File: src/verilog/vmem_pkg.sv
package vmem_pkg;

   // bus widths seen on the AXI side
   localparam int MEM_ADDR_W = 32;
   localparam int MEM_DATA_W = 32;
   localparam int AXI_LEN_W  = 8;

   // byte address on the AXI bus
   typedef logic [MEM_ADDR_W-1:0] mem_addr_t;

   // one bus word, also one vector element
   typedef logic [MEM_DATA_W-1:0] mem_data_t;

   // AXI burst length field, beats minus one
   typedef logic [AXI_LEN_W-1:0] axi_len_t;

endpackage : vmem_pkg

File: src/verilog/vinstr_pkg.sv
package vinstr_pkg;

   // field widths of a load/store instruction
   localparam int VREG_IDX_W = 3;
   localparam int VEL_IDX_W  = 3;
   localparam int VLEN_W     = 4;

   // memory direction of the move
   typedef enum logic [0:0] {
      VOP_LOAD  = 1'b0,
      VOP_STORE = 1'b1
   } vop_t;

   // vector register number
   typedef logic [VREG_IDX_W-1:0] vreg_idx_t;

   // element inside one register
   typedef logic [VEL_IDX_W-1:0] vel_idx_t;

   // active length, 1 up to VLMAX
   typedef logic [VLEN_W-1:0] vlen_t;

endpackage : vinstr_pkg

File: src/verilog/vec_burst_if.sv
`timescale 1ns/1ps

interface vec_burst_if;

   // request side, from the load/store controller
   logic                req;
   logic                write;
   vmem_pkg::mem_addr_t addr;
   vmem_pkg::axi_len_t  len;
   vmem_pkg::mem_data_t wdata;

   // progress side, from the AXI master
   logic                wnext;
   vmem_pkg::mem_data_t rdata;
   logic                rnext;
   logic                fin;

   modport ctrl (
      output req, write, addr, len, wdata,
      input  wnext, rdata, rnext, fin
   );

   modport master (
      input  req, write, addr, len, wdata,
      output wnext, rdata, rnext, fin
   );

endinterface : vec_burst_if

File: src/verilog/vreg_port_if.sv
`timescale 1ns/1ps

interface vreg_port_if;

   vinstr_pkg::vreg_idx_t vreg;
   vinstr_pkg::vel_idx_t  vel;
   logic                  we;
   vmem_pkg::mem_data_t   wdata;
   // combinational read of vreg/vel
   vmem_pkg::mem_data_t   rdata;

   modport ctrl (
      output vreg, vel, we, wdata,
      input  rdata
   );

   modport bank (
      input  vreg, vel, we, wdata,
      output rdata
   );

endinterface : vreg_port_if

File: src/verilog/vec_cfg_regs.sv
`timescale 1ns/1ps

module vec_cfg_regs #(
   parameter int VLMAX = 8
) (
   input  logic              clk,
   input  logic              rst_n,
   input  logic              cfg_we,
   input  vinstr_pkg::vlen_t cfg_vlen,
   input  logic              busy,
   input  logic              drop,
   output vinstr_pkg::vlen_t vlen,
   output logic              dropped
);

   import vinstr_pkg::*;

   vlen_t vlen_wr;

   // keep a written length inside 1..VLMAX
   always_comb begin
      if (cfg_vlen == '0) begin
         vlen_wr = vlen_t'(1);
      end else if (cfg_vlen > vlen_t'(VLMAX)) begin
         vlen_wr = vlen_t'(VLMAX);
      end else begin
         vlen_wr = cfg_vlen;
      end
   end

   always_ff @(posedge clk) begin
      if (!rst_n) begin
         vlen    <= vlen_t'(VLMAX);
         dropped <= 1'b0;
      end else begin
         // length only moves between instructions
         if (cfg_we && !busy) begin
            vlen <= vlen_wr;
         end
         // sticky until reset
         if (drop) begin
            dropped <= 1'b1;
         end
      end
   end

   a_vlen_range : assert property (@(posedge clk) disable iff (!rst_n)
      (vlen >= vlen_t'(1)) && (vlen <= vlen_t'(VLMAX)));

endmodule : vec_cfg_regs

File: src/verilog/vec_reg_bank.sv
`timescale 1ns/1ps

module vec_reg_bank #(
   parameter int NUM_VREGS = 8,
   parameter int VLMAX     = 8
) (
   input logic  clk,
   input logic  rst_n,
   vreg_port_if.bank vp
);

   import vmem_pkg::*;

   // element storage, register by element
   mem_data_t regs [NUM_VREGS][VLMAX];

   always_ff @(posedge clk) begin
      if (!rst_n) begin
         for (int r = 0; r < NUM_VREGS; r++) begin
            for (int e = 0; e < VLMAX; e++) begin
               regs[r][e] <= '0;
            end
         end
      end else if (vp.we) begin
         regs[vp.vreg][vp.vel] <= vp.wdata;
      end
   end

   // read port has no latency, the controller streams stores from it
   assign vp.rdata = regs[vp.vreg][vp.vel];

   // the controller must keep its write enable quiet while reset is held
   a_no_we_in_reset : assert property (@(posedge clk)
      !rst_n |=> (!rst_n -> !vp.we));

endmodule : vec_reg_bank

File: src/verilog/vec_lsu_ctrl.sv
`timescale 1ns/1ps

module vec_lsu_ctrl (
   input  logic                  clk,
   input  logic                  rst_n,
   input  logic                  instr_valid,
   input  vinstr_pkg::vop_t      instr_op,
   input  vinstr_pkg::vreg_idx_t instr_vreg,
   input  vmem_pkg::mem_addr_t   instr_addr,
   input  vinstr_pkg::vlen_t     vlen,
   output logic                  busy,
   output logic                  done,
   output logic                  drop,
   vreg_port_if.ctrl             vp,
   vec_burst_if.ctrl             bp
);

   import vmem_pkg::*;
   import vinstr_pkg::*;

   typedef enum logic [1:0] {
      IDLE,
      BURST,
      FINISH
   } lsu_state_t;

   lsu_state_t state;
   logic       accept;
   logic       step;
   logic       req_q;
   vel_idx_t   el_q;
   vop_t       op_q;
   vreg_idx_t  vreg_q;
   mem_addr_t  addr_q;
   vlen_t      len_q;

   // busy low in IDLE and FINISH, so a new move may start right after done
   assign busy   = (state == BURST);
   assign done   = (state == FINISH);
   assign accept = instr_valid && !busy;
   assign drop   = instr_valid && busy;

   // element pointer follows the beats of the burst
   assign step = (op_q == VOP_LOAD) ? bp.rnext : bp.wnext;

   always_ff @(posedge clk) begin
      if (!rst_n) begin
         state <= IDLE;
         req_q <= 1'b0;
         el_q  <= '0;
      end else begin
         req_q <= 1'b0;
         case (state)
            IDLE, FINISH: begin
               if (accept) begin
                  state <= BURST;
                  req_q <= 1'b1;
                  el_q  <= '0;
               end else begin
                  state <= IDLE;
               end
            end
            BURST: begin
               if (step) begin
                  el_q <= el_q + 1'b1;
               end
               if (bp.fin) begin
                  state <= FINISH;
               end
            end
            default: state <= IDLE;
         endcase
      end
   end

   // instruction fields, captured once per move
   always_ff @(posedge clk) begin
      if (accept) begin
         op_q   <= instr_op;
         vreg_q <= instr_vreg;
         addr_q <= instr_addr;
         len_q  <= vlen;
      end
   end

   assign bp.req   = req_q;
   assign bp.write = (op_q == VOP_STORE);
   assign bp.addr  = addr_q;
   assign bp.len   = axi_len_t'(len_q) - axi_len_t'(1);
   assign bp.wdata = vp.rdata;

   assign vp.vreg  = vreg_q;
   assign vp.vel   = el_q;
   assign vp.we    = (state == BURST) && (op_q == VOP_LOAD) && bp.rnext;
   assign vp.wdata = bp.rdata;

   a_addr_aligned : assert property (@(posedge clk) disable iff (!rst_n)
      accept |-> (instr_addr[1:0] == 2'b00));

endmodule : vec_lsu_ctrl

File: src/verilog/axi4_burst_master.sv
`timescale 1ns/1ps

module axi4_burst_master (
   input  logic                clk,
   input  logic                rst_n,
   vec_burst_if.master         bp,
   output logic                awvalid,
   output vmem_pkg::mem_addr_t awaddr,
   output vmem_pkg::axi_len_t  awlen,
   input  logic                awready,
   output logic                wvalid,
   output vmem_pkg::mem_data_t wdata,
   output logic                wlast,
   input  logic                wready,
   input  logic                bvalid,
   output logic                bready,
   output logic                arvalid,
   output vmem_pkg::mem_addr_t araddr,
   output vmem_pkg::axi_len_t  arlen,
   input  logic                arready,
   input  logic                rvalid,
   input  vmem_pkg::mem_data_t rdata,
   input  logic                rlast,
   output logic                rready
);

   import vmem_pkg::*;

   axi_len_t beat;

   // write data comes straight from the register bank
   assign wdata = bp.wdata;

   assign bp.wnext = wvalid && wready;
   assign bp.rnext = rvalid && rready;
   assign bp.rdata = rdata;
   assign bp.fin   = (bvalid && bready) || (rvalid && rready && rlast);

   always_ff @(posedge clk) begin
      if (!rst_n) begin
         awvalid <= 1'b0;
         wvalid  <= 1'b0;
         wlast   <= 1'b0;
         bready  <= 1'b0;
         arvalid <= 1'b0;
         rready  <= 1'b0;
         beat    <= '0;
      end else begin
         if (bp.req) begin
            beat <= '0;
            if (bp.write) begin
               awvalid <= 1'b1;
               wvalid  <= 1'b1;
               wlast   <= (bp.len == '0);
            end else begin
               arvalid <= 1'b1;
               rready  <= 1'b1;
            end
         end
         if (awvalid && awready) begin
            awvalid <= 1'b0;
         end
         if (arvalid && arready) begin
            arvalid <= 1'b0;
         end
         // write beats, then wait on the response
         if (wvalid && wready) begin
            if (wlast) begin
               wvalid <= 1'b0;
               wlast  <= 1'b0;
               bready <= 1'b1;
            end else begin
               beat  <= beat + 1'b1;
               wlast <= (beat + 1'b1 == awlen);
            end
         end
         if (bvalid && bready) begin
            bready <= 1'b0;
         end
         if (rvalid && rready && rlast) begin
            rready <= 1'b0;
         end
      end
   end

   // address and length are payload, only loaded on a request
   always_ff @(posedge clk) begin
      if (bp.req && bp.write) begin
         awaddr <= bp.addr;
         awlen  <= bp.len;
      end
      if (bp.req && !bp.write) begin
         araddr <= bp.addr;
         arlen  <= bp.len;
      end
   end

   a_aw_hold : assert property (@(posedge clk) disable iff (!rst_n)
      awvalid && !awready |=> awvalid && $stable(awaddr) && $stable(awlen));

   a_ar_hold : assert property (@(posedge clk) disable iff (!rst_n)
      arvalid && !arready |=> arvalid && $stable(araddr) && $stable(arlen));

   a_w_hold : assert property (@(posedge clk) disable iff (!rst_n)
      wvalid && !wready |=> wvalid && $stable(wdata) && $stable(wlast));

   // last flag only on the beat numbered awlen
   a_wlast_final : assert property (@(posedge clk) disable iff (!rst_n)
      wvalid |-> (wlast == (beat == awlen)));

endmodule : axi4_burst_master

File: src/verilog/vec_mem_top.sv
`timescale 1ns/1ps

module vec_mem_top #(
   parameter int NUM_VREGS = 8,
   parameter int VLMAX     = 8
) (
   input  logic                  clk,
   input  logic                  rst_n,
   input  logic                  instr_valid,
   input  vinstr_pkg::vop_t      instr_op,
   input  vinstr_pkg::vreg_idx_t instr_vreg,
   input  vmem_pkg::mem_addr_t   instr_addr,
   input  logic                  cfg_we,
   input  vinstr_pkg::vlen_t     cfg_vlen,
   output logic                  busy,
   output logic                  done,
   output logic                  dropped,
   output logic                  awvalid,
   output vmem_pkg::mem_addr_t   awaddr,
   output vmem_pkg::axi_len_t    awlen,
   input  logic                  awready,
   output logic                  wvalid,
   output vmem_pkg::mem_data_t   wdata,
   output logic                  wlast,
   input  logic                  wready,
   input  logic                  bvalid,
   output logic                  bready,
   output logic                  arvalid,
   output vmem_pkg::mem_addr_t   araddr,
   output vmem_pkg::axi_len_t    arlen,
   input  logic                  arready,
   input  logic                  rvalid,
   input  vmem_pkg::mem_data_t   rdata,
   input  logic                  rlast,
   output logic                  rready
);

   import vinstr_pkg::*;

   vlen_t vlen;
   logic  drop;

   vec_burst_if burst_if0 ();
   vreg_port_if vreg_if0 ();

   vec_cfg_regs #(
      .VLMAX (VLMAX)
   ) cfg0 (
      .clk      (clk),
      .rst_n    (rst_n),
      .cfg_we   (cfg_we),
      .cfg_vlen (cfg_vlen),
      .busy     (busy),
      .drop     (drop),
      .vlen     (vlen),
      .dropped  (dropped)
   );

   vec_reg_bank #(
      .NUM_VREGS (NUM_VREGS),
      .VLMAX     (VLMAX)
   ) bank0 (
      .clk   (clk),
      .rst_n (rst_n),
      .vp    (vreg_if0.bank)
   );

   vec_lsu_ctrl lsu0 (
      .clk         (clk),
      .rst_n       (rst_n),
      .instr_valid (instr_valid),
      .instr_op    (instr_op),
      .instr_vreg  (instr_vreg),
      .instr_addr  (instr_addr),
      .vlen        (vlen),
      .busy        (busy),
      .done        (done),
      .drop        (drop),
      .vp          (vreg_if0.ctrl),
      .bp          (burst_if0.ctrl)
   );

   axi4_burst_master axi0 (
      .clk     (clk),
      .rst_n   (rst_n),
      .bp      (burst_if0.master),
      .awvalid (awvalid),
      .awaddr  (awaddr),
      .awlen   (awlen),
      .awready (awready),
      .wvalid  (wvalid),
      .wdata   (wdata),
      .wlast   (wlast),
      .wready  (wready),
      .bvalid  (bvalid),
      .bready  (bready),
      .arvalid (arvalid),
      .araddr  (araddr),
      .arlen   (arlen),
      .arready (arready),
      .rvalid  (rvalid),
      .rdata   (rdata),
      .rlast   (rlast),
      .rready  (rready)
   );

endmodule : vec_mem_top

File: config.mk
export PLATFORM = sky130hd
export DESIGN_NAME = vec_mem_top
export DESIGN_NICKNAME = d
export VERILOG_FILES = /design/src/verilog/vmem_pkg.sv /design/src/verilog/vinstr_pkg.sv /design/src/verilog/vec_burst_if.sv /design/src/verilog/vreg_port_if.sv /design/src/verilog/vec_cfg_regs.sv /design/src/verilog/vec_reg_bank.sv /design/src/verilog/vec_lsu_ctrl.sv /design/src/verilog/axi4_burst_master.sv /design/src/verilog/vec_mem_top.sv
export SDC_FILE = /design/constraint.sdc
export NUM_CORES = 2
export LEC_CHECK = 0
export BUFFER_PORTS_ARGS = -buffer_cell sky130_fd_sc_hd__buf_4
export CAP_MARGIN = 25
export CORE_AREA = 2 2 574 348
export CTS_CLUSTER_DIAMETER = 50
export DETAILED_ROUTE_END_ITERATION = 6
export DIE_AREA = 0 0 576 350
export PLACE_DENSITY = 0.66
export SLEW_MARGIN = 20
export SYNTH_ARGS = -nofsm -noshare
export SYNTH_HDL_FRONTEND = slang
export SYNTH_SLANG_ARGS = --single-unit
File: constraint.sdc
create_clock -name clk -period 4.9 [get_ports clk]
set_input_delay 0 -clock clk [delete_from_list [all_inputs] [get_ports clk]]
set_output_delay 0 -clock clk [all_outputs]
set_load 0.1 [all_outputs]
[Word level (Yosys, flattened, before mapping)]
Memories as Yosys holds them, arrays and structs flattened. A register that Yosys moved wholly into a read port is not among the register bits.
Cells that the tools add are included.
Widths: inputs -> output; s select.
Word-level totals
  bits in writable memories: 2048
  bits of input ports: 82
  word-level logic and storage cells: 105
  bits in registers: 145
  memories: 1
  output and inout bits: 121
Operators by class
  add/subtract/negate cells: 3
  eq/ne operators: 6
  magnitude comparators: 3
  reduce and logical (&&, ||, !) cells: 35
  bitwise gates (word level): 3
  multiplexer cells: 34
Memory list
  bank0.regs: depth 8, bits a word 256, rd ports 1, clocked after memory_dff 1, wr ports 8, RTL line vec_reg_bank.sv:15  | mem_data_t regs [NUM_VREGS][VLMAX];
Operators with widths (number)
  $mux 256: 3
  $reduce_or 256->1: 1
  $bmux 32 s3: 1
  $demux 32 s3: 1
  $mux 32: 3
  $mux 8: 3
  $logic_and 1x1->1: 14
  $mux 1: 14
  $mux 3: 4
  $reduce_and 2->1: 5
  $reduce_or 2->1: 5
  $add 8x1->8 const B: 1
  $eq 8x8->1: 1
  $logic_not 8->1: 1
  $mux 4: 2
  $pmux 3 s2: 1
  $reduce_bool 2->1: 3
  $sub 4x1->5 const B: 1
  $ge 4x4->1 const B: 1
  $gt 4x4->1 const B: 1
  $logic_not 4->1: 1
  $lt 4x1->1 const B: 1
  $ne 2x1->1 const B: 2
  $not 3->4: 1
  11 further kinds: 13

[Logic depth before layout (Yosys ltp)]
  depth after elaboration: 8
  gate-level depth with buffers: 11
  depth with buffers taken out: 7

[By module]
Synthesis repeated with hierarchy kept, for this count alone.
Unflattened totals
  cell total of the unflattened synthesis: 7239
  area, all modules: 98713.4 um^2
Modules (own cells, without submodules)
  vec_reg_bank: times used 1, area an instance 92621.3 um^2, seq. area each 61499.0 um^2, cells each 6812
  axi4_burst_master: times used 1, area an instance 3819.9 um^2, seq. area each 2682.6 um^2, cells each 260
  vec_lsu_ctrl: times used 1, area an instance 2059.5 um^2, seq. area each 1321.3 um^2, cells each 146
  vec_cfg_regs: times used 1, area an instance 212.7 um^2, seq. area each 100.1 um^2, cells each 21

[Least setup slack after synthesis]
OpenSTA, ideal clock, no wires.
  path type: register to register
  start: register axi0.rready
  end: memory bank0.regs[7][100] (netlist bit), enable pin
  cell stages (with the launch flop): 6
  clock period less this slack: 4790 ps
  required time: 4434 ps
  library setup time: 466 ps
  path slack: 110 ps
  buffers on the path: 1
  arrival time: 4324 ps
  cells stage by stage: dfxtp_1 > nand2_1 > nor4b_4 > nand2_1 > clkbuf_1 > o21ai_0
RTL lines
  start, declared: RTL line axi4_burst_master.sv:24  | output logic rready
  start signal, assigned: RTL line axi4_burst_master.sv:46  | rready <= 1'b0;
  start signal, assigned: RTL line axi4_burst_master.sv:57  | rready <= 1'b1;
  start signal, assigned: RTL line axi4_burst_master.sv:81  | rready <= 1'b0;
  end, declared: RTL line vec_reg_bank.sv:15

==> parameters.txt <==
Parameter                              Value

Status
  Run status    completed

Clocking
  CTS buffer count    around 210
  TritonCTS clock tree    done
  Source-to-sink clock delay at the later pin of the worst-skew pair    between 0.8 and 0.9 ns
  # H-tree levels    4
  TritonCTS Sinks    2,190
  Clock tree root driver cell    clkbuf_16
  Clock transition at the registers of the reported paths    about 0.060 ns
  Max clock buf depth    4

Pwr
  Internal power    roughly 31 mW
  Combinational cell fraction of total power    approximately 11%
  Switching power summed over all nets    about 11 mW
  Sw Share    roughly 25%
  P per Cell Area    376 nW/µm²
  Proportion of power drawn by the clock network    between 30% and 40%
  Leakage    ~41 nW
  Share of power burned in registers    between 50 and 60%
  Peak ir drop on the vdd network    between 0.2 and 0.3 mV

STA
  Post-Route Hold Slack    ~0.053 ns
  Final sum of negative setup slack    0 ns
  Worst clock skew    between 0.03 and 0.04 ns
  Count of final setup violators    0
  FMAX    between 200 and 250 MHz
  Transition time at the pin with the least slew margin    about 1.2 ns
  Final-report max-slew violation count    0
  Worst slew margin relative to its limit    between 20% and 30%
  Part of the cycle the worst path needs    97.0%
  Post-route setup slack    approximately 0.15 ns
  Unrepaired setup endpoints after global routing    no
  Time the worst path needs with I/O delays and setup    approximately 4.8 ns
  Number of failing hold endpoints at the final stage    0

Route
  DRC violation count after routing    0
  DR vias/cell    between 6 and 7
  Number of detailed-route iterations in the first pass    6
  Number of DRC markers in iteration 0    between 9k and 10k
  Aggregate routed wire length    302,000 µm
  Post-detailed-route count of antenna-violating nets    0
  Routed len/inst    between 30 and 40 µm
  Overall via count from detail_route    around 57k

Logic synthesis
  Register area share after synthesis    ~67%
  Flops & latches, synth    ~2.2k
  Post-synthesis average cell area    ~16 µm²
  Dominant synthesized flop cell    edfxtp_1
  Count of different cell masters after synthesis    50
  List of most frequent post-synthesis cells    2,162 x edfxtp_1, 2,057 x and2_1, 489 x mux4_2, 470 x clkbuf_1, 273 x mux2i_1
  Share of Yosys cell area claimed by the top area cell type    roughly two thirds
  Post-synthesis async set-or-reset flop share    0%
  Most instantiated library cell after synthesis    edfxtp_1
  Syn Inst Count    roughly 6k
  Post-Syn Area    97,700 µm²
  Number of enable-type register cells in the synthesized netlist    between 2k and 2.5k
  Yosys synthesis warning count    0
  Area leader, netlist    edfxtp_1
  Post-Syn Nets    slightly above 6k
  Cells taking the most area after synthesis    edfxtp_1 66%, and2_1 13%, mux4_2 11%

Worst setup path
  Worst EP required    slightly below 5 ns
  Worst Setup Path Type    flip-flop to output pin
  CP Data Arrival Time    approximately 4.8 ns
  Max Fanout on Critical Path    51
  Endpoint class of the critical path    output pin
  Critical Path Start Type    flip-flop

GRT
  Vias in the first global route    54.8k
  Gr ovfl total    0
  Global-route met1 utilization    ~45%
  Number of antenna violations at the first check in global routing    33
  Busiest metal layer after global routing    met1
  Global Route met2 Usage    between 40% and 50%
  First-pass GRT wire length    426,000 µm
  Global-route met3 utilization    under 10%
  Pin count of the biggest net entering global routing    72
  Global router's overall resource usage    30.0%

Cells and area
  Layout overhead on the synthesized area    13.7%
  Sequential cell area    between 60,000 and 70,000 µm²
  Final Instance Count excl. Fillers    between 9k and 10k
  Number of inserted filler cells in the final layout    14.9k
  Combined area of the multi-input logic cells    between 30,000 and 40,000 µm²
  Fraction of final layout cells with drive strength greater than 1    21.4%
  Number of nets in the finished design    6,410

Die
  Vertical die dimension    roughly 350 µm
  Die Outline Area    between 200,000 and 250,000 µm²
  Cell row count    between 100 and 150
  IO Count    ~200
  Standard cell core area    slightly below 200,000 µm²
  Die width    about 580 µm
  Effective utilization at floorplan    about half

Placed design
  Post-placement setup slack    about 0.84 ns
  Number of I/O port buffers    slightly above 200
  Total half-perimeter wirelength after legalization and detailed placement    about 180,000 µm
  Cell count after placement    approximately 8.6k
  Final weighted congestion in routability-driven placement    0.902

Min path
  HP Class    input port to flip-flop

Run
  Max-capacitance violation count    0
==> worst paths after layout <==
| path | from | to | slack, ns | depth (start not counted) |
|---|---|---|---|---|
| setup / recovery | flip-flop | wdata[3] | 0.15 | 8 |
| hold / removal | instr_vreg[1] | flip-flop | 0.05 | 3 |
| hold reg to reg | lsu0.bp.addr[22] | axi0.awaddr[22] | 0.44 | 0 |
| setup reg to reg | lsu0.vp.vel[1] | bank0.regs[0][78] | 1.30 | 6 |
==> critical path, stage by stage (launching register included) <==
cell,delay [ns]
dfxtp_4,0.81
buf_12,0.35
mux4_2,0.38
mux2i_2,0.47
o22ai_1,0.18
nor2_1,0.56
o2111ai_1,0.31
a311o_1,0.45
buf_4,0.26
==> stage by stage <==
step | utilization, % | instance area (µm²) | power (mW)
3_3_place_gp | 52.8 | 103000 | 26.2
6_report | 56.7 | 111000 | 41.8
5_1_grt | 56.7 | 111000 | 42.7
2_1_floorplan | - | 97700 | 24.3
4_1_cts | 56.7 | 111000 | 41.8
3_5_place_dp | 52.8 | 103000 | 26.2
==> placed cells by master (no fill, tap or decap), types with 25 or more instances in the layout <==
cell type	instances
o22ai_1	109
or4_1	27
clkbuf_1	54
mux4_2	489
clkinv_1	46
edfxtp_1	2162
clkbuf_16	211
o21ai_4	64
buf_12	43
nand2_1	26
dlygate4sd3_1	127
mux2i_1	268
and2_1	2057
o21ai_0	25
nor2_2	65
dfxtp_1	25
buf_4	421
clkinv_2	36
==> layout make-up <==
class	instances	share of cell area, %
flip-flops and latches	2190	59.0
multi-input cells	3321	27.5
clock buffers	269	4.99
repair buffers	594	4.80
well taps	2624	2.96
clock inverters	104	0.749
inverters	9	0.0304
diodes	7	0.0158
==> state kept, by name (all words and copies together) (netlist names), 2 cells and up, named ones only <==
| register | count |
|---|---|
| bank0.regs | 2048 |
| axi0.araddr | 32 |
| axi0.awaddr | 32 |
| lsu0.bp.addr | 32 |
| axi0.beat | 8 |
| axi0.arlen | 5 |
| axi0.awlen | 5 |
| cfg0.vlen | 4 |
| lsu0.len_q | 4 |
| lsu0.vp.vel | 3 |
| lsu0.vp.vreg | 3 |
| lsu0.state | 2 |
==> metal layers <==
layer / vias up / routed length (µm)
met5: - / 90
li1: 23000 / -
met1: 29500 / 123000
met3: 492 / 41300
met2: 3553 / 128000
met4: 16 / 10200
==> power groups by stage <==
stage | clock network, mW | logic, mW | registers (mW)
5_1_grt | 16.6 | 4.71 | 21.4
4_1_cts | 15.9 | 4.54 | 21.4
6_report | 15.8 | 4.62 | 21.4
3_5_place_dp | 0 | 4.43 | 21.8
3_3_place_gp | 0 | 4.41 | 21.7
2_1_floorplan | 0 | 2.48 | 21.8
==> logic make-up (layout without fill, tap and decap cells) <==
family	count (synthesis)	after routing	share of synthesized area, %
xor gates and xnor gates	13	13	0.117
muxes	770	770	14.2
and+or+nand+nor	2265	2265	14.3
AOI/OAI and AO/OA	269	269	1.70
buffers and inverters	638	976	2.66
DFF	2190	2190	67.0
other	0	7	0
adders and majority gates	4	4	0.0512
==> timing repair <==
item                        CTS  global route
setup endpoints to repair     1             1
hold endpoints to repair   1903             0
resized for setup             0             2
setup buffers                 1             0
hold buffers                127             0
Note: power is estimated with default switching activity, not from simulation.
